[config.mk]
export PLATFORM = sky130hd
export DESIGN_NAME = eeprom_ctrl_top
export DESIGN_NICKNAME = d
export VERILOG_FILES = /design/src/design/eeprom_pkg.sv /design/src/design/eeprom_wb_regs.sv /design/src/design/eeprom_byte_fsm.sv /design/src/design/i2c_bit_ctrl.sv /design/src/design/eeprom_ctrl_top.sv
export VERILOG_INCLUDE_DIRS = /design/src /design/src/design
export SDC_FILE = /design/constraint.sdc
export NUM_CORES = 1
export LEC_CHECK = 0
export BUFFER_PORTS_ARGS = -buffer_cell sky130_fd_sc_hd__buf_4
export CAP_MARGIN = 20
export CORE_ASPECT_RATIO = 1.5
export CORE_MARGIN = 4
export CORE_UTILIZATION = 25
export CTS_BUF_LIST = sky130_fd_sc_hd__clkbuf_4
export DETAILED_ROUTE_END_ITERATION = 7
export PLACE_DENSITY = 0.51
export SYNTH_ARGS = -nofsm -noshare
export SYNTH_HDL_FRONTEND = slang
export SYNTH_SLANG_ARGS = --single-unit
[constraint.sdc]
create_clock -name CLK -period 5.9 [get_ports CLK]
set_input_delay 1.18 -clock CLK [delete_from_list [all_inputs] [get_ports CLK]]
set_output_delay 1.18 -clock CLK [all_outputs]
set_load 0.02 [all_outputs]
[src/design/eeprom_defs.svh]
`ifndef EEPROM_DEFS_SVH
`define EEPROM_DEFS_SVH

// clk cycles per quarter scl period
`define EE_SCL_QTR 4

// 24cxx device type code, upper nibble of the control byte
`define EE_DEV_TYPE 4'b1010

// wishbone word offsets
`define EE_REG_ADDR  2'd0
`define EE_REG_WDATA 2'd1
`define EE_REG_CMD   2'd2   // status on read

// command register codes
`define EE_CMD_WRITE 2'd1
`define EE_CMD_READ  2'd2

`endif

[src/design/eeprom_pkg.sv]
`default_nettype none

package eeprom_pkg;

    // bit engine commands
    typedef enum logic [2:0] {
        BIT_NONE  = 3'd0,
        BIT_START = 3'd1,
        BIT_STOP  = 3'd2,
        BIT_WRITE = 3'd3,
        BIT_READ  = 3'd4
    } bit_cmd_t;

    // one-hot transfer sequencer states
    typedef enum logic [10:0] {
        SEQ_IDLE    = 11'b000_0000_0001,
        SEQ_START   = 11'b000_0000_0010,
        SEQ_CTRL_WR = 11'b000_0000_0100,
        SEQ_ADDR_WR = 11'b000_0000_1000,
        SEQ_DATA_WR = 11'b000_0001_0000,
        SEQ_RESTART = 11'b000_0010_0000,
        SEQ_CTRL_RD = 11'b000_0100_0000,
        SEQ_DATA_RD = 11'b000_1000_0000,
        SEQ_NACK    = 11'b001_0000_0000,
        SEQ_STOP    = 11'b010_0000_0000,
        SEQ_FINISH  = 11'b100_0000_0000
    } seq_state_t;

endpackage

`default_nettype wire

[src/design/eeprom_wb_regs.sv]
`timescale 1ns/1ps
`default_nettype none

`include "eeprom_defs.svh"

module eeprom_wb_regs (
    input  wire logic        CLK,
    input  wire logic        RESET,
    input  wire logic        wb_cyc,
    input  wire logic        wb_stb,
    input  wire logic        wb_we,
    input  wire logic [1:0]  wb_adr,
    input  wire logic [15:0] wb_dat_i,
    output logic      [15:0] wb_dat_o,
    output logic             wb_ack,
    output logic             start_wr,
    output logic             start_rd,
    output logic      [10:0] mem_addr,
    output logic      [7:0]  wdata,
    input  wire logic        busy,
    input  wire logic        nack,
    input  wire logic [7:0]  rdata
);

    logic req;
    logic cmd_wr;
    logic cmd_ok;

    assign req    = wb_cyc && wb_stb && !wb_ack;   // one access per ack
    assign cmd_wr = req && wb_we && (wb_adr == `EE_REG_CMD);
    // pulse still in flight counts as busy
    assign cmd_ok = !busy && !start_wr && !start_rd;

    always_ff @(posedge CLK)
    begin
        if (RESET)
        begin
            wb_ack   <= 1'b0;
            start_wr <= 1'b0;
            start_rd <= 1'b0;
        end
        else
        begin
            wb_ack   <= req;
            start_wr <= cmd_wr && cmd_ok && (wb_dat_i[1:0] == `EE_CMD_WRITE);
            start_rd <= cmd_wr && cmd_ok && (wb_dat_i[1:0] == `EE_CMD_READ);
        end
    end

    always_ff @(posedge CLK)
    begin
        if (req && wb_we)
        begin
            case (wb_adr)
                `EE_REG_ADDR:  mem_addr <= wb_dat_i[10:0];
                `EE_REG_WDATA: wdata    <= wb_dat_i[7:0];
                default: ;
            endcase
        end
        if (req && !wb_we)
        begin
            case (wb_adr)
                `EE_REG_ADDR:  wb_dat_o <= {5'd0, mem_addr};
                `EE_REG_WDATA: wb_dat_o <= {8'd0, wdata};
                `EE_REG_CMD:   wb_dat_o <= {rdata, 6'd0, nack, busy};
                default:       wb_dat_o <= 16'd0;
            endcase
        end
    end

    // start pulse only reaches an idle sequencer
    a_start_idle: assert property (@(posedge CLK) disable iff (RESET)
        (start_wr || start_rd) |-> !busy);

endmodule

`default_nettype wire

[src/design/eeprom_byte_fsm.sv]
`timescale 1ns/1ps
`default_nettype none

`include "eeprom_defs.svh"

module eeprom_byte_fsm import eeprom_pkg::*; (
    input  wire logic        CLK,
    input  wire logic        RESET,
    input  wire logic        start_wr,
    input  wire logic        start_rd,
    input  wire logic [10:0] mem_addr,
    input  wire logic [7:0]  wdata,
    output logic             busy,
    output logic             nack,
    output logic      [7:0]  rdata,
    output bit_cmd_t         cmd,
    output logic             bit_out,
    input  wire logic        ready,
    input  wire logic        bit_done,
    input  wire logic        bit_in
);

    seq_state_t  state;
    logic        pend;      // command out, waiting for bit_done
    logic [3:0]  bcnt;      // 0..7 data, 8 ack
    logic [7:0]  sbuf;
    logic [10:0] addr_q;
    logic [7:0]  wd_q;
    logic        rd_op;

    always_comb
    begin
        cmd     = BIT_NONE;
        bit_out = 1'b1;
        if (!pend)
        begin
            case (state)
                SEQ_START, SEQ_RESTART: cmd = BIT_START;
                SEQ_CTRL_WR, SEQ_ADDR_WR, SEQ_DATA_WR, SEQ_CTRL_RD:
                begin
                    cmd     = (bcnt == 4'd8) ? BIT_READ : BIT_WRITE;
                    bit_out = sbuf[7];   // msb first
                end
                SEQ_DATA_RD: cmd = BIT_READ;
                SEQ_NACK:    cmd = BIT_WRITE;   // bit_out stays high
                SEQ_STOP:    cmd = BIT_STOP;
                default:     cmd = BIT_NONE;
            endcase
        end
    end

    always_ff @(posedge CLK)
    begin
        if (RESET)
        begin
            state <= SEQ_IDLE;
            pend  <= 1'b0;
            busy  <= 1'b0;
            nack  <= 1'b0;
            bcnt  <= 4'd0;
        end
        else
        begin
            if (cmd != BIT_NONE)
                pend <= 1'b1;
            else if (bit_done)
                pend <= 1'b0;

            case (state)
                SEQ_IDLE:
                begin
                    if (start_wr || start_rd)
                    begin
                        addr_q <= mem_addr;
                        wd_q   <= wdata;
                        rd_op  <= start_rd;
                        busy   <= 1'b1;
                        nack   <= 1'b0;
                        state  <= SEQ_START;
                    end
                end
                SEQ_START, SEQ_RESTART:
                begin
                    if (bit_done)
                    begin
                        bcnt  <= 4'd0;
                        sbuf  <= {`EE_DEV_TYPE, addr_q[10:8], (state == SEQ_RESTART)};
                        state <= (state == SEQ_RESTART) ? SEQ_CTRL_RD : SEQ_CTRL_WR;
                    end
                end
                SEQ_CTRL_WR, SEQ_ADDR_WR, SEQ_DATA_WR, SEQ_CTRL_RD:
                begin
                    if (bit_done)
                    begin
                        if (bcnt != 4'd8)
                        begin
                            sbuf <= {sbuf[6:0], 1'b0};
                            bcnt <= bcnt + 4'd1;
                        end
                        else if (bit_in)   // no ack from slave
                        begin
                            nack  <= 1'b1;
                            state <= SEQ_STOP;
                        end
                        else
                        begin
                            bcnt <= 4'd0;
                            case (state)
                                SEQ_CTRL_WR:
                                begin
                                    sbuf  <= addr_q[7:0];
                                    state <= SEQ_ADDR_WR;
                                end
                                SEQ_ADDR_WR:
                                begin
                                    sbuf  <= wd_q;
                                    state <= rd_op ? SEQ_RESTART : SEQ_DATA_WR;
                                end
                                SEQ_CTRL_RD: state <= SEQ_DATA_RD;
                                default:     state <= SEQ_STOP;
                            endcase
                        end
                    end
                end
                SEQ_DATA_RD:
                begin
                    if (bit_done)
                    begin
                        sbuf <= {sbuf[6:0], bit_in};
                        bcnt <= bcnt + 4'd1;
                        if (bcnt == 4'd7)
                        begin
                            rdata <= {sbuf[6:0], bit_in};
                            state <= SEQ_NACK;
                        end
                    end
                end
                SEQ_NACK:
                begin
                    if (bit_done)
                        state <= SEQ_STOP;
                end
                SEQ_STOP:
                begin
                    if (bit_done)
                        state <= SEQ_FINISH;
                end
                SEQ_FINISH:
                begin
                    busy  <= 1'b0;
                    state <= SEQ_IDLE;
                end
                default: state <= SEQ_IDLE;
            endcase
        end
    end

    // bit engine handshake
    a_cmd_ready: assert property (@(posedge CLK) disable iff (RESET)
        !ready |-> (cmd == BIT_NONE));

endmodule

`default_nettype wire

[src/design/i2c_bit_ctrl.sv]
`timescale 1ns/1ps
`default_nettype none

`include "eeprom_defs.svh"

module i2c_bit_ctrl import eeprom_pkg::*; (
    input  wire logic     CLK,
    input  wire logic     RESET,
    input  wire bit_cmd_t cmd,
    input  wire logic     bit_out,
    output logic          ready,
    output logic          bit_done,
    output logic          bit_in,
    output logic          scl,
    output logic          sda_oe,
    input  wire logic     sda_in
);

    localparam int QTR = `EE_SCL_QTR;

    logic [7:0] qcnt;
    logic [1:0] phase;
    bit_cmd_t   op;
    logic       bout;

    // {scl, sda_oe} for each quarter of a command
    function automatic logic [1:0] line_state(input bit_cmd_t c, input logic b,
                                              input logic [1:0] p);
        logic [1:0] ls;
        case (c)
            BIT_START:
            begin
                case (p)
                    2'd0:    ls = 2'b00;
                    2'd1:    ls = 2'b10;
                    2'd2:    ls = 2'b11;   // sda falls, scl high
                    default: ls = 2'b01;
                endcase
            end
            BIT_STOP:
            begin
                case (p)
                    2'd0:    ls = 2'b01;
                    2'd1:    ls = 2'b11;
                    default: ls = 2'b10;   // sda rises, scl high
                endcase
            end
            default:
            begin
                ls[1] = (p == 2'd1) || (p == 2'd2);
                ls[0] = (c == BIT_WRITE) && !b;
            end
        endcase
        return ls;
    endfunction

    always_ff @(posedge CLK)
    begin
        if (RESET)
        begin
            ready    <= 1'b1;
            bit_done <= 1'b0;
            scl      <= 1'b1;
            sda_oe   <= 1'b0;
            op       <= BIT_NONE;
            phase    <= 2'd0;
            qcnt     <= 8'd0;
        end
        else
        begin
            bit_done <= 1'b0;
            if (ready)
            begin
                if (cmd != BIT_NONE)
                begin
                    ready         <= 1'b0;
                    op            <= cmd;
                    bout          <= bit_out;
                    phase         <= 2'd0;
                    qcnt          <= 8'd0;
                    {scl, sda_oe} <= line_state(cmd, bit_out, 2'd0);
                end
            end
            else if (qcnt == 8'(QTR - 1))
            begin
                qcnt <= 8'd0;
                if (phase == 2'd3)
                begin
                    ready    <= 1'b1;
                    bit_done <= 1'b1;
                end
                else
                begin
                    phase         <= phase + 2'd1;
                    {scl, sda_oe} <= line_state(op, bout, phase + 2'd1);
                    if (phase == 2'd1)
                        bit_in <= sda_in;   // middle of scl high
                end
            end
            else
            begin
                qcnt <= qcnt + 8'd1;
            end
        end
    end

    // sda only moves under high scl for start and stop
    a_sda_stable: assert property (@(posedge CLK) disable iff (RESET)
        (scl && $past(scl) && $changed(sda_oe)) |-> (op inside {BIT_START, BIT_STOP}));

endmodule

`default_nettype wire

[src/design/eeprom_ctrl_top.sv]
`timescale 1ns/1ps
`default_nettype none

module eeprom_ctrl_top import eeprom_pkg::*; (
    input  wire logic        CLK,
    input  wire logic        RESET,
    input  wire logic        wb_cyc,
    input  wire logic        wb_stb,
    input  wire logic        wb_we,
    input  wire logic [1:0]  wb_adr,
    input  wire logic [15:0] wb_dat_i,
    output logic      [15:0] wb_dat_o,
    output logic             wb_ack,
    output logic             scl,
    output logic             sda_oe,   // high pulls sda low
    input  wire logic        sda_in
);

    logic        start_wr;
    logic        start_rd;
    logic [10:0] mem_addr;
    logic [7:0]  wdata;
    logic        busy;
    logic        nack;
    logic [7:0]  rdata;
    bit_cmd_t    cmd;
    logic        bit_out;
    logic        ready;
    logic        bit_done;
    logic        bit_in;

    eeprom_wb_regs u_regs (
        .CLK      (CLK),
        .RESET    (RESET),
        .wb_cyc   (wb_cyc),
        .wb_stb   (wb_stb),
        .wb_we    (wb_we),
        .wb_adr   (wb_adr),
        .wb_dat_i (wb_dat_i),
        .wb_dat_o (wb_dat_o),
        .wb_ack   (wb_ack),
        .start_wr (start_wr),
        .start_rd (start_rd),
        .mem_addr (mem_addr),
        .wdata    (wdata),
        .busy     (busy),
        .nack     (nack),
        .rdata    (rdata)
    );

    eeprom_byte_fsm u_seq (
        .CLK      (CLK),
        .RESET    (RESET),
        .start_wr (start_wr),
        .start_rd (start_rd),
        .mem_addr (mem_addr),
        .wdata    (wdata),
        .busy     (busy),
        .nack     (nack),
        .rdata    (rdata),
        .cmd      (cmd),
        .bit_out  (bit_out),
        .ready    (ready),
        .bit_done (bit_done),
        .bit_in   (bit_in)
    );

    i2c_bit_ctrl u_bit (
        .CLK      (CLK),
        .RESET    (RESET),
        .cmd      (cmd),
        .bit_out  (bit_out),
        .ready    (ready),
        .bit_done (bit_done),
        .bit_in   (bit_in),
        .scl      (scl),
        .sda_oe   (sda_oe),
        .sda_in   (sda_in)
    );

endmodule

`default_nettype wire

### Word level (Yosys, flattened, before mapping)

Index checks and enable logic that the tools add are counted.

| operators by class | value |
|---|---|
| multipliers | 0 |
| mux-type cells | 64 |
| equal/unequal tests | 42 |
| $lt $le $gt $ge | 0 |
| add/subtract/negate cells | 3 |
| reduce and logical (&&, ||, !) cells | 45 |
| shifts and indexed selects | 0 |
| bitwise logic cells | 3 |
| divide/modulo/power cells | 0 |

Operator list:

| operator | count |
|---|---|
| 2-to-1 mux 11 bit | 9 |
| one-hot mux 11 bit (6 select lines) | 1 |
| 2-to-1 mux 8 bit | 8 |
| one-hot mux 16 bit (3 select lines) | 1 |
| one-hot mux 11 bit (3 select lines) | 1 |
| one-hot mux 8 bit (3 select lines) | 1 |
| 2-to-1 mux 1 bit | 21 |
| 2-to-1 mux 4 bit | 5 |
| != test 2 x 1 -> 1 bit, second input constant | 9 |
| one-hot mux 8 bit (2 select lines) | 1 |
| one-hot mux 3 bit (5 select lines) | 1 |
| AND reduction 5 bit | 3 |
| == test 3 x 2 -> 1 bit, second input constant | 4 |
| logical AND 1 bit | 12 |
| one-hot mux 4 bit (3 select lines) | 1 |
| == test 11 x 1 -> 1 bit, second input constant | 1 |
| == test 11 x 10 -> 1 bit, second input constant | 1 |
| == test 11 bit, second input constant | 1 |
| == test 11 x 2 -> 1 bit, second input constant | 1 |
| == test 11 x 3 -> 1 bit, second input constant | 1 |
| == test 11 x 4 -> 1 bit, second input constant | 1 |
| == test 11 x 5 -> 1 bit, second input constant | 1 |
| == test 11 x 6 -> 1 bit, second input constant | 1 |
| == test 11 x 7 -> 1 bit, second input constant | 1 |
| other kinds (35) | 70 |

| word-level totals | value |
|---|---|
| RAM bits | 0 |
| word-level logic and storage cells | 182 |
| register bits | 111 |
| output and inout bits | 19 |
| bits in read-only memories | 0 |
| memories | 0 |
| input bits | 24 |
| bits in latches | 0 |

### Logic depth before layout (Yosys ltp)

Gate-level depths: netlist of the first run.

| depth | value |
|---|---|
| depth in word-level cells | 9 |
| depth in mapped cells | 8 |
| gate-level depth less buffers | 8 |

### Cells and area by module

From an unflattened synthesis of the first run, not the netlist that was laid out.

| second synthesis, totals | value |
|---|---|
| cells, all modules | 451 |
| area, all modules | 5272.6 um2 |

By module, submodules not included:

| module | times used | cells each | area each (um2) |
|---|---|---|---|
| eeprom_byte_fsm | 1 | 261 | 2884.0 |
| eeprom_wb_regs | 1 | 82 | 1407.6 |
| i2c_bit_ctrl | 1 | 108 | 980.9 |

### Least setup slack after synthesis of the first run

Ideal clock, no wire load.

| timing | value |
|---|---|
| path kind | input port to flip-flop |
| start point | in RESET |
| end point | reg u_seq.addr_q[0], enable pin |
| path buffers | 2 |
| arrival time | 2.464 ns |
| path slack | 3.040 ns |
| stages | 3 |
| cell sequence | clkbuf_1 -> buf_1 -> nor2_1 |

| on the way | value |
|---|---|
| cells in the longest elaborated chain, start to end | 2 |

RTL lines:

| what | RTL line | RTL |
|---|---|---|
| start: declaration | eeprom_ctrl_top.sv:6 | `input wire logic RESET,` |
| inverter 1 bit (no source line) | n/a |  |
| AND reduction 3 bit (no source line) | n/a |  |
| end signal: assignment | eeprom_byte_fsm.sv:74 | `addr_q <= mem_addr;` |
| end: declaration | eeprom_byte_fsm.sv:27 | `logic [10:0] addr_q;` |

Every way passes these cells.
A chain may end at the register's enable or synchronous reset.

### Final worst setup path of the first run

| timing | value |
|---|---|
| start point | reg u_seq.state[2] |
| end point | reg u_seq.rdata[7], enable pin |

| on the way | value |
|---|---|
| cells in the longest elaborated chain, start to end | 2 |

RTL lines:

| what | RTL line | RTL |
|---|---|---|
| start: declaration | eeprom_byte_fsm.sv:23 | `seq_state_t state;` |
| start signal: assignment | eeprom_byte_fsm.sv:88 | `state <= (state == SEQ_RESTART) ? SEQ_CTRL_RD : SEQ_CTRL_WR;` |
| start signal: assignment | eeprom_byte_fsm.sv:117 | `state <= rd_op ? SEQ_RESTART : SEQ_DATA_WR;` |
| == test 11 x 8 -> 1 bit | eeprom_byte_fsm.sv:69 | `case (state)` |
| AND reduction 4 bit (no source line) | n/a |  |
| end signal: assignment | eeprom_byte_fsm.sv:133 | `rdata <= {sbuf[6:0], bit_in};` |
| end: declaration | eeprom_byte_fsm.sv:15 | `output logic [7:0] rdata,` |

Every way passes these cells.

==> results.yml, run 1 <==
detailed_routing:
  vias_per_cell: 4.659
  vias: 3303
  dr.pass1.iters: 5
  drc: 0
  first_iter_violations: 162
  totalWireLength_um: 10650
  ant_nets: 0
  wl_per_cell_um: 15.02
finish:
  stdcell_area_mm2: 0.005660
  drive_gt1_share_pct: 18.30
  fill_cells: 2084
  final_nets: 473
  areaGrowthSynthToFinish_pct: 13.64
sta:
  period_share_pct: 44.70
  worst_pin_slew_ns: 0.9548
  finalHoldViolCount: 0
  maxSlewViolCount: 0
  slew-limit-headroom_pct: 36.18
  tns_ns: 0
  fmax_mhz: 379.2
  setup_violations: 0
  rsz0062_at_grt: "false"
  fin_crit_ns: 2.637
  skew_ns: 0.03580
place:
  place_congestion: 0.8021
  placement.cell_area_mm2: 0.005488
  dp_hpwl_um: 7779
  io_buffers: 37
critical_path:
  cp.required_ns: 6.01
  crit_cells: 3
  path_class: "flip-flop to flip-flop"
  cp_slowest_cell: "nor4b_2"
  worstSetupStartpointType: "flip-flop"
  critical_path.endpoint_type: "flip-flop"
  slowest_delay_ns: 0.95
  worstPathArrival_ns: 2.75
  cp_max_fo: 10
  crit_path_end: "u_seq.rdata[7]"
  critPathBufInv: 0
  ff2ff_setup_slack_ns: 3.26
  crit_chain: "nor4_4, nand4_1, nor4b_2"
  r2r.worst_path.cells: 3
  critPathLaunch: "u_seq.state[2]"
  path_delay_family: "simple AND/OR/NAND/NOR gates"
  reg2reg_to: "u_seq.rdata[7]"
  worstReg2RegStart: "u_seq.state[2]"
clocking:
  numCtsBuffers: 9
  post_cts_buffers: 0
  ctsHoldBuffers: 0
  cts_buffer_depth: 2
  path_clk_slew_ns: 0.20
  cts_tree: "done"
  postCtsResizedCells: 0
  root_buffer: "clkbuf_4"
  clock_latency_ns: 0.49
  htree_levels: 3
  cts.sinks: 111
global_route:
  gr-total-overflow: 0
  grt_max_degree: 38
  grt_pass1_vias: 3535
  antenna_found_initial: 1
  grt_pass1_wl_um: 17860
  gr-usage-all-layers_pct: 10.09
floorplan:
  die_area_mm2: 0.02229
  die_x_um: 123.3
  initial_utilization_pct: 25.28
  fp-row-count: 63
  dieHeight_um: 180.9
  coreArea_mm2: 0.01971
  ios: 43
synth:
  synth_edf_count: 73
  netlist_top_cells_area: "edfxtp_1 44%, dfxtp_1 15%, mux2i_1 4.4%"
  syn_area_per_cell_um2: 12.09
  syn-num-nets: 442
  yosysSeqAreaShare_pct: 59.28
  synth_top_area_share_pct: 44.01
  ys_seq_elements: 111
  ys_types: 70
  ys.flop_type: "edfxtp_1"
  synth_area_mm2: 0.004981
  synthCells: 412
  async_flop_share_pct: 0
  yosys.area.top_type: "edfxtp_1"
  yosysWarningCount: 0
run:
  maxCapViolations: 0
power_and_ir_drop:
  peakVddDrop_mv: 0.1350
  power_density_mw_per_mm2: 256.6
  leakagePower_nw: 1.929
  finalPower_mw: 1.452
worst_hold_path:
  hp-class: "flip-flop to flip-flop"
outcome:
  outcome: "finished clean"
-- where the power goes --
part	leakage, nW	internal (mW)	switching, mW
sequential	0.963	0.837	0.0185
combinational	0.875	0.0561	0.111
clock	0.0905	0.147	0.283
-- cell usage after synthesis, drive strengths merged (8+ instances only) --
library cell	instances
a21oi	23
buf	13
clkbuf	9
dfxtp	38
edfxtp	73
mux2i	22
nand2	34
nand3	14
nor2	39
nor3	9
nor4	8
o21ai	19
-- worst reg2reg max path: cells and delay by family, from the launching register on --
| kind | cells | cell delay [ns] |
|---|---|---|
| simple gates | 3 | 1.82 |
| flops | 1 | 0.46 |
-- flip-flops by register name, summed over array words and instances, names as in the netlist, 11 cells and up --
name / count
u_regs.mem_addr: 11
u_regs.wb_dat_o: 16
u_seq.addr_q: 11
u_seq.state: 11
-- cell families (layout without fill, tap and decap cells) --
group	after synthesis	count (layout)	share of synthesized area (%)
fa+ha+maj	6	6	1.507
mux	23	23	4.647
buf+inv	28	64	3.265
compound gates	85	85	13.44
simple gates	153	153	16.80
other cells	0	1	0
xor+xnor	6	6	1.055
flops	111	111	59.28
-- per-stage QoR --
stage | hold slack [ns] | utilization (%) | std cells | worst slack [ns]
global route | 0.4729 | 28.72 | 709 | 2.997
floorplan | 0.4257 | - | 412 | 3.040
global placement | 0.4301 | 27.85 | 692 | 3.121
finish | 0.4557 | 28.72 | 709 | 3.263
detailed placement | 0.4339 | 27.85 | 692 | 3.121
CTS | 0.4711 | 28.71 | 708 | 3.187
-- how the worst min path moves through the flow --
stage | start | end | depth (start not counted)
6_report | u_seq.sbuf[4] | u_seq.rdata[5] | 0
5_1_grt | u_seq.sbuf[5] | u_seq.rdata[6] | 0
4_1_cts | u_seq.sbuf[4] | u_seq.rdata[5] | 0
3_5_place_dp | u_regs.mem_addr[0] | u_seq.addr_q[0] | 0
3_3_place_gp | u_regs.mem_addr[0] | u_seq.addr_q[0] | 0
2_1_floorplan | u_regs.mem_addr[0] | u_seq.addr_q[0] | 0
-- layout make-up --
cell class,instances,area [um^2],share of cell area (%)
flip-flops and latches,111,2953,52.17
multi-input cells,273,1872,33.07
well taps,260,325.3,5.747
repair buffers,42,315.3,5.570
clock inverters,7,102.6,1.813
clock buffers,9,67.56,1.194
inverters,6,22.52,0.3979
diodes,1,2.502,0.04421
-- per-layer routing --
metal,global-route usage (%),vias up,part of all wire (%)
li1,-,1623,-
met3,1.879,18,3.1
met1,10.94,1594,40
met4,4.834,0,2.6
met5,0,-,0
met2,18.41,68,55
-- layout by cell type (no fill, tap or decap), drive strengths merged, types with 8 or more instances in the layout --
| cell type | n |
|---|---|
| nand3 | 14 |
| nand2 | 34 |
| a21oi | 23 |
| nor3 | 9 |
| nor4 | 8 |
| clkbuf | 9 |
| nor2 | 39 |
| inv | 9 |
| dfxtp | 38 |
| buf | 42 |
| mux2i | 22 |
| edfxtp | 73 |
| o21ai | 19 |
(Power assumes the default switching activity.)
==> inputs of run 2 (changes only) <==
==> constraint.sdc (replaced) <==
create_clock -name CLK -period 2.55 [get_ports CLK]
set_input_delay 0.51 -clock CLK [delete_from_list [all_inputs] [get_ports CLK]]
set_output_delay 0.51 -clock CLK [all_outputs]
set_load 0.02 [all_outputs]
==> run 2 against run 1 <==
Register-to-register slack got worse by 3.0 ns. Wire length increased by 0.31%. Count of clock-buffer cells in the layout unchanged. Clock skew decreased by 0.0031 ns. Critical endpoint is now u_seq.sbuf[2].
==> results.yml, run 2 (synthesized netlist as in run 1, its figures left out) <==
outcome:
  outcome: "finished clean"
detailed_routing:
  vias_per_cell: 4.702
  route.met3.wl_um: 291
  ant_nets: 0
  vias: 3381
  first_iter_violations: 209
  wl_per_cell_um: 14.86
  met1_length_um: 4285
  drc: 0
  dr.pass1.iters: 4
  dr.max_layer_used: "met4"
  totalWireLength_um: 10680
  route.met2.wl_um: 5851
clocking:
  cts.sinks: 111
  postCtsResizedCells: 0
  ctsHoldBuffers: 0
  path_clk_slew_ns: 0.21
  cts_buffer_depth: 2
  clock_latency_ns: 0.50
  cts_tree: "done"
  root_buffer: "clkbuf_4"
  numCtsBuffers: 9
  post_cts_buffers: 0
  htree_levels: 3
critical_path:
  cp_max_fo: 10
  critPathLaunch: "u_seq.state[3]"
  ff2ff_setup_slack_ns: 0.21
  worstSetupStartpointType: "flip-flop"
  critPathBufInv: 1
  slowest_delay_ns: 0.48
  worstReg2RegStart: "u_seq.state[3]"
  path_delay_family: "simple AND/OR/NAND/NOR gates"
  cp.required_ns: 2.76
  critical_path.endpoint_type: "flip-flop"
  path_class: "flip-flop to flip-flop"
  r2r.worst_path.cells: 6
  crit_chain: "nor4_4, and4_4, or2_4, o311ai_4, a211oi_2, buf_4"
  cp_slowest_cell: "dfxtp_1"
  reg2reg_to: "u_seq.sbuf[2]"
  worstPathArrival_ns: 2.55
finish:
  final_cells: 719
  largest_reg_flops: 16
  stdcell_area_mm2: 0.005738
  drive_gt1_share_pct: 20.31
  layout_common_cells: "73 x edfxtp_1, 51 x buf_4, 38 x dfxtp_1"
  largest-register: "u_regs.wb_dat_o"
  areaGrowthSynthToFinish_pct: 15.20
  final_nets: 483
  final_common_cell: "edfxtp_1"
place:
  placement.cell_area_mm2: 0.005580
  place_congestion: 0.7781
  dp_cells: 702
  io_buffers: 37
  dp_hpwl_um: 7811
sta:
  finalHoldViolCount: 0
  skew_ns: 0.03266
  rsz0062_at_grt: "false"
  period_share_pct: 91.62
  setup_violations: 0
  tns_ns: 0
  maxSlewViolCount: 0
  fin_crit_ns: 2.336
  slew-limit-headroom_pct: 44.02
  worst_pin_slew_ns: 0.8397
  fmax_mhz: 428.0
global_route:
  grt_pass1_vias: 3362
  grt_pass1_wl_um: 17400
  gr-total-overflow: 0
  antenna_found_initial: 1
  gr-usage-all-layers_pct: 9.885
  grt_max_degree: 38
run:
  maxCapViolations: 0
floorplan:
  coreArea_mm2: 0.01971
  fp-row-count: 63
  die_area_mm2: 0.02229
  ios: 43
  initial_utilization_pct: 25.28
  dieHeight_um: 180.9
  die_x_um: 123.3
worst_hold_path:
  holdPathEnd: "u_regs.mem_addr[9]"
  hp-class: "input pin to flip-flop"
  hold_depth: 1
  min_from: "wb_dat_i[9]"
power_and_ir_drop:
  power_density_mw_per_mm2: 576.7
  finalPower_mw: 3.309
  peakVddDrop_mv: 0.3053
  leakagePower_nw: 1.971
run 2: layout make-up:
cell class              count  area, um^2
clock buffers               9       67.56
fillers                  2058       13970
well taps                 260       325.3
repair buffers             52       402.9
diodes                      1       2.502
flip-flops and latches    111        2953
multi-input cells         273        1877
inverters                   6       22.52
clock inverters             7       87.58
run 2: how the worst max path moves through the flow:
stage | endpoint | slack [ns] | cells after the start
after floorplan | u_seq.addr_q[0] | 0.07 | 5
after global placement | u_seq.sbuf[4] | 0.26 | 6
after detailed placement | u_seq.sbuf[4] | 0.24 | 6
after CTS | u_seq.sbuf[3] | 0.22 | 6
after global routing | u_seq.state[9] | 0.03 | 7
final | u_seq.sbuf[2] | 0.21 | 6
run 2: stage by stage:
| stage | util (%) | setup WS (ns) | hold slack, ns |
|---|---|---|---|
| 2_1_floorplan | - | 0.06659 | 0.4257 |
| 3_3_place_gp | 28.32 | 0.2553 | 0.4340 |
| 3_5_place_dp | 28.32 | 0.2376 | 0.4351 |
| 4_1_cts | 29.10 | 0.2154 | 0.1373 |
| 5_1_grt | 29.12 | 0.03488 | 0.1073 |
| 6_report | 29.12 | 0.2136 | 0.1698 |
run 2: layer usage:
layer / vias to the layer above / GRT usage [%]
met5: - / 0
met3: 15 / 2.098
li1: 1639 / -
met2: 63 / 17.80
met4: 0 / 3.858
met1: 1664 / 11.15
run 2: power by group:
| group | internal [mW] | switching, mW |
|---|---|---|
| Sequential | 1.94 | 0.0397 |
| Clock | 0.247 | 0.674 |
| Combinational | 0.145 | 0.266 |
| Total | 2.33 | 0.980 |
==> inputs of run 3 (changes only) <==
--- a/config.mk
+++ b/config.mk
@@ -10,10 +10,10 @@
 export CAP_MARGIN = 20
 export CORE_ASPECT_RATIO = 1.5
 export CORE_MARGIN = 4
-export CORE_UTILIZATION = 25
+export CORE_UTILIZATION = 50
 export CTS_BUF_LIST = sky130_fd_sc_hd__clkbuf_4
 export DETAILED_ROUTE_END_ITERATION = 7
-export PLACE_DENSITY = 0.51
+export PLACE_DENSITY = 0.8
 export SYNTH_ARGS = -nofsm -noshare
 export SYNTH_HDL_FRONTEND = slang
 export SYNTH_SLANG_ARGS = --single-unit
==> run 3 against run 2 <==
Count of clock-buffer cells in the layout is the same. Critical endpoint unchanged. Largest power group unchanged. Sequential power is essentially flat. Flip-flop and latch count is the same. Maximum frequency shrank 2.8%. Largest cell class unchanged. Sequential share of layout area grew 2.0 points. Critical path type unchanged. Via count grew 1.7%. Setup slack lost 0.067 ns. Total power shrank 2.7%. Cell area shrank 3.8%. Die area shrank 48%. First-iteration DRC count grew 6.2%. Non-clock buffer count shrank 1.
==> results.yml, run 3 (synthesized netlist as in run 1, its figures left out) <==
outcome:
  outcome: "finished clean"
floorplan:
  initial_utilization_pct: 51.41
  die_x_um: 89.50
  dieHeight_um: 130.2
  fp-row-count: 44
  die_area_mm2: 0.01166
  coreArea_mm2: 0.009689
  ios: 43
sta:
  slew-limit-headroom_pct: 67.75
  maxSlewViolCount: 0
  fmax_mhz: 416.1
  timing.final.ws_setup_ns: 0.1466
  skew_ns: 0.02894
  fin_crit_ns: 2.403
  rsz0062_at_grt: "false"
  period_share_pct: 94.25
  tns_ns: 0
  finalHoldViolCount: 0
  holdWs_ns: 0.2086
  setup_violations: 0
  worst_pin_slew_ns: 0.4793
detailed_routing:
  vias: 3440
  totalWireLength_um: 10160
  ant_nets: 0
  first_iter_violations: 222
  dr.pass1.iters: 5
  vias_per_cell: 6.003
  wl_per_cell_um: 17.73
  drc: 0
finish:
  drive_gt1_share_pct: 19.69
  largest_reg_flops: 16
  areaGrowthSynthToFinish_pct: 10.80
  fill_cells: 804
  utilization_pct: 56.96
  layout_common_cells: "73 x edfxtp_1, 50 x buf_4, 38 x dfxtp_1"
  largest-register: "u_regs.wb_dat_o"
  final_common_cell: "edfxtp_1"
  final_nets: 482
global_route:
  gr-total-overflow: 0
  antenna_found_initial: 1
  grt_pass1_vias: 3370
  grt_pass1_wl_um: 16700
  gr-usage-all-layers_pct: 18.86
  grt_max_degree: 38
place:
  dp_hpwl_um: 7279
  place_congestion: 0.8836
  io_buffers: 37
  post-place-ws_ns: 0.1691
clocking:
  root_buffer: "clkbuf_4"
  cts_tree: "done"
  postCtsResizedCells: 0
  numCtsBuffers: 9
  post_cts_buffers: 0
  ctsHoldBuffers: 0
  clock_latency_ns: 0.47
  path_clk_slew_ns: 0.17
  htree_levels: 3
  cts_buffer_depth: 2
  cts.sinks: 111
power_and_ir_drop:
  seq_power_share_pct: 61.0
  power_density_mw_per_mm2: 583.6
  finalPower_mw: 3.221
  p_int_mw: 2.308
  leakagePower_nw: 1.952
  pwr-share-comb_pct: 13.6
  swShare_pct: 28.33
  clkPwrFrac_pct: 25.3
  peakVddDrop_mv: 0.4762
  switchingPower_mw: 0.9124
worst_hold_path:
  min_from: "wb_dat_i[0]"
  hp-class: "input pin to flip-flop"
  hold_depth: 2
  holdPathEnd: "u_regs.start_rd"
critical_path:
  worstSetupStartpointType: "flip-flop"
  cp.required_ns: 2.74
  critical_path.endpoint_type: "flip-flop"
  cp_slowest_cell: "dfxtp_1"
  r2r.worst_path.cells: 6
  ff2ff_setup_slack_ns: 0.15
  worstReg2RegStart: "u_seq.state[7]"
  worstPathArrival_ns: 2.60
  critPathBufInv: 1
  crit_chain: "nor4_2, and4_1, or2_4, o311ai_4, a211oi_2, buf_4"
  path_class: "flip-flop to flip-flop"
  reg2reg_to: "u_seq.sbuf[2]"
  slowest_delay_ns: 0.47
  cp_max_fo: 11
  path_delay_family: "simple AND/OR/NAND/NOR gates"
run:
  maxCapViolations: 0
run 3: cell types whose count changed in the layout (fill, tap and decap cells not counted), sizes merged:
cell,change
buf,-1
inv,-2
clkinv,+1
clkinvlp,+1
run 3: power groups by stage:
| stage | sequential (mW) | combinational, mW | clock (mW) |
|---|---|---|---|
| after detailed placement | 2.01 | 0.429 | 0 |
| after CTS | 1.97 | 0.433 | 0.828 |
| final | 1.97 | 0.439 | 0.816 |
| after global routing | 1.97 | 0.486 | 0.899 |
| after global placement | 2.00 | 0.425 | 0 |
| after floorplan | 2.01 | 0.276 | 0 |
run 3: how the worst max path moves through the flow:
stage	cells past startpoint	slack, ns	start	endpoint
global placement	6	0.21	u_seq.state[7]	u_seq.sbuf[2]
CTS	6	0.15	u_seq.state[7]	u_seq.sbuf[2]
detailed placement	6	0.17	u_seq.state[7]	u_seq.sbuf[2]
finish	6	0.15	u_seq.state[7]	u_seq.sbuf[2]
floorplan	5	0.07	u_seq.state[8]	u_seq.addr_q[0]
global route	6	0.08	u_seq.state[3]	u_seq.sbuf[2]
run 3: routing by layer:
metal | routed length (um) | global-route usage [%]
met5 | 0 | 0
met2 | 5363 | 32.52
met4 | 335 | 8.326
met3 | 505 | 4.232
met1 | 3953 | 22.13
run 3: area by class of cell:
class / count / area, um^2 / area share [%]
antenna: 1 / 2.502 / 0.04534
clock buffer: 9 / 67.56 / 1.224
clock inverter: 7 / 63.81 / 1.156
inverter: 6 / 22.52 / 0.4081
multi-input combinational: 273 / 1871 / 33.89
sequential: 111 / 2953 / 53.50
tap: 115 / 143.9 / 2.607
timing repair buffer: 51 / 395.4 / 7.164
run 3: stage by stage:
step | area, um^2 | instances
CTS | 5517 | 572
finish | 5519 | 573
global placement | 5385 | 556
floorplan | 4986 | 412
detailed placement | 5385 | 556
global route | 5519 | 573
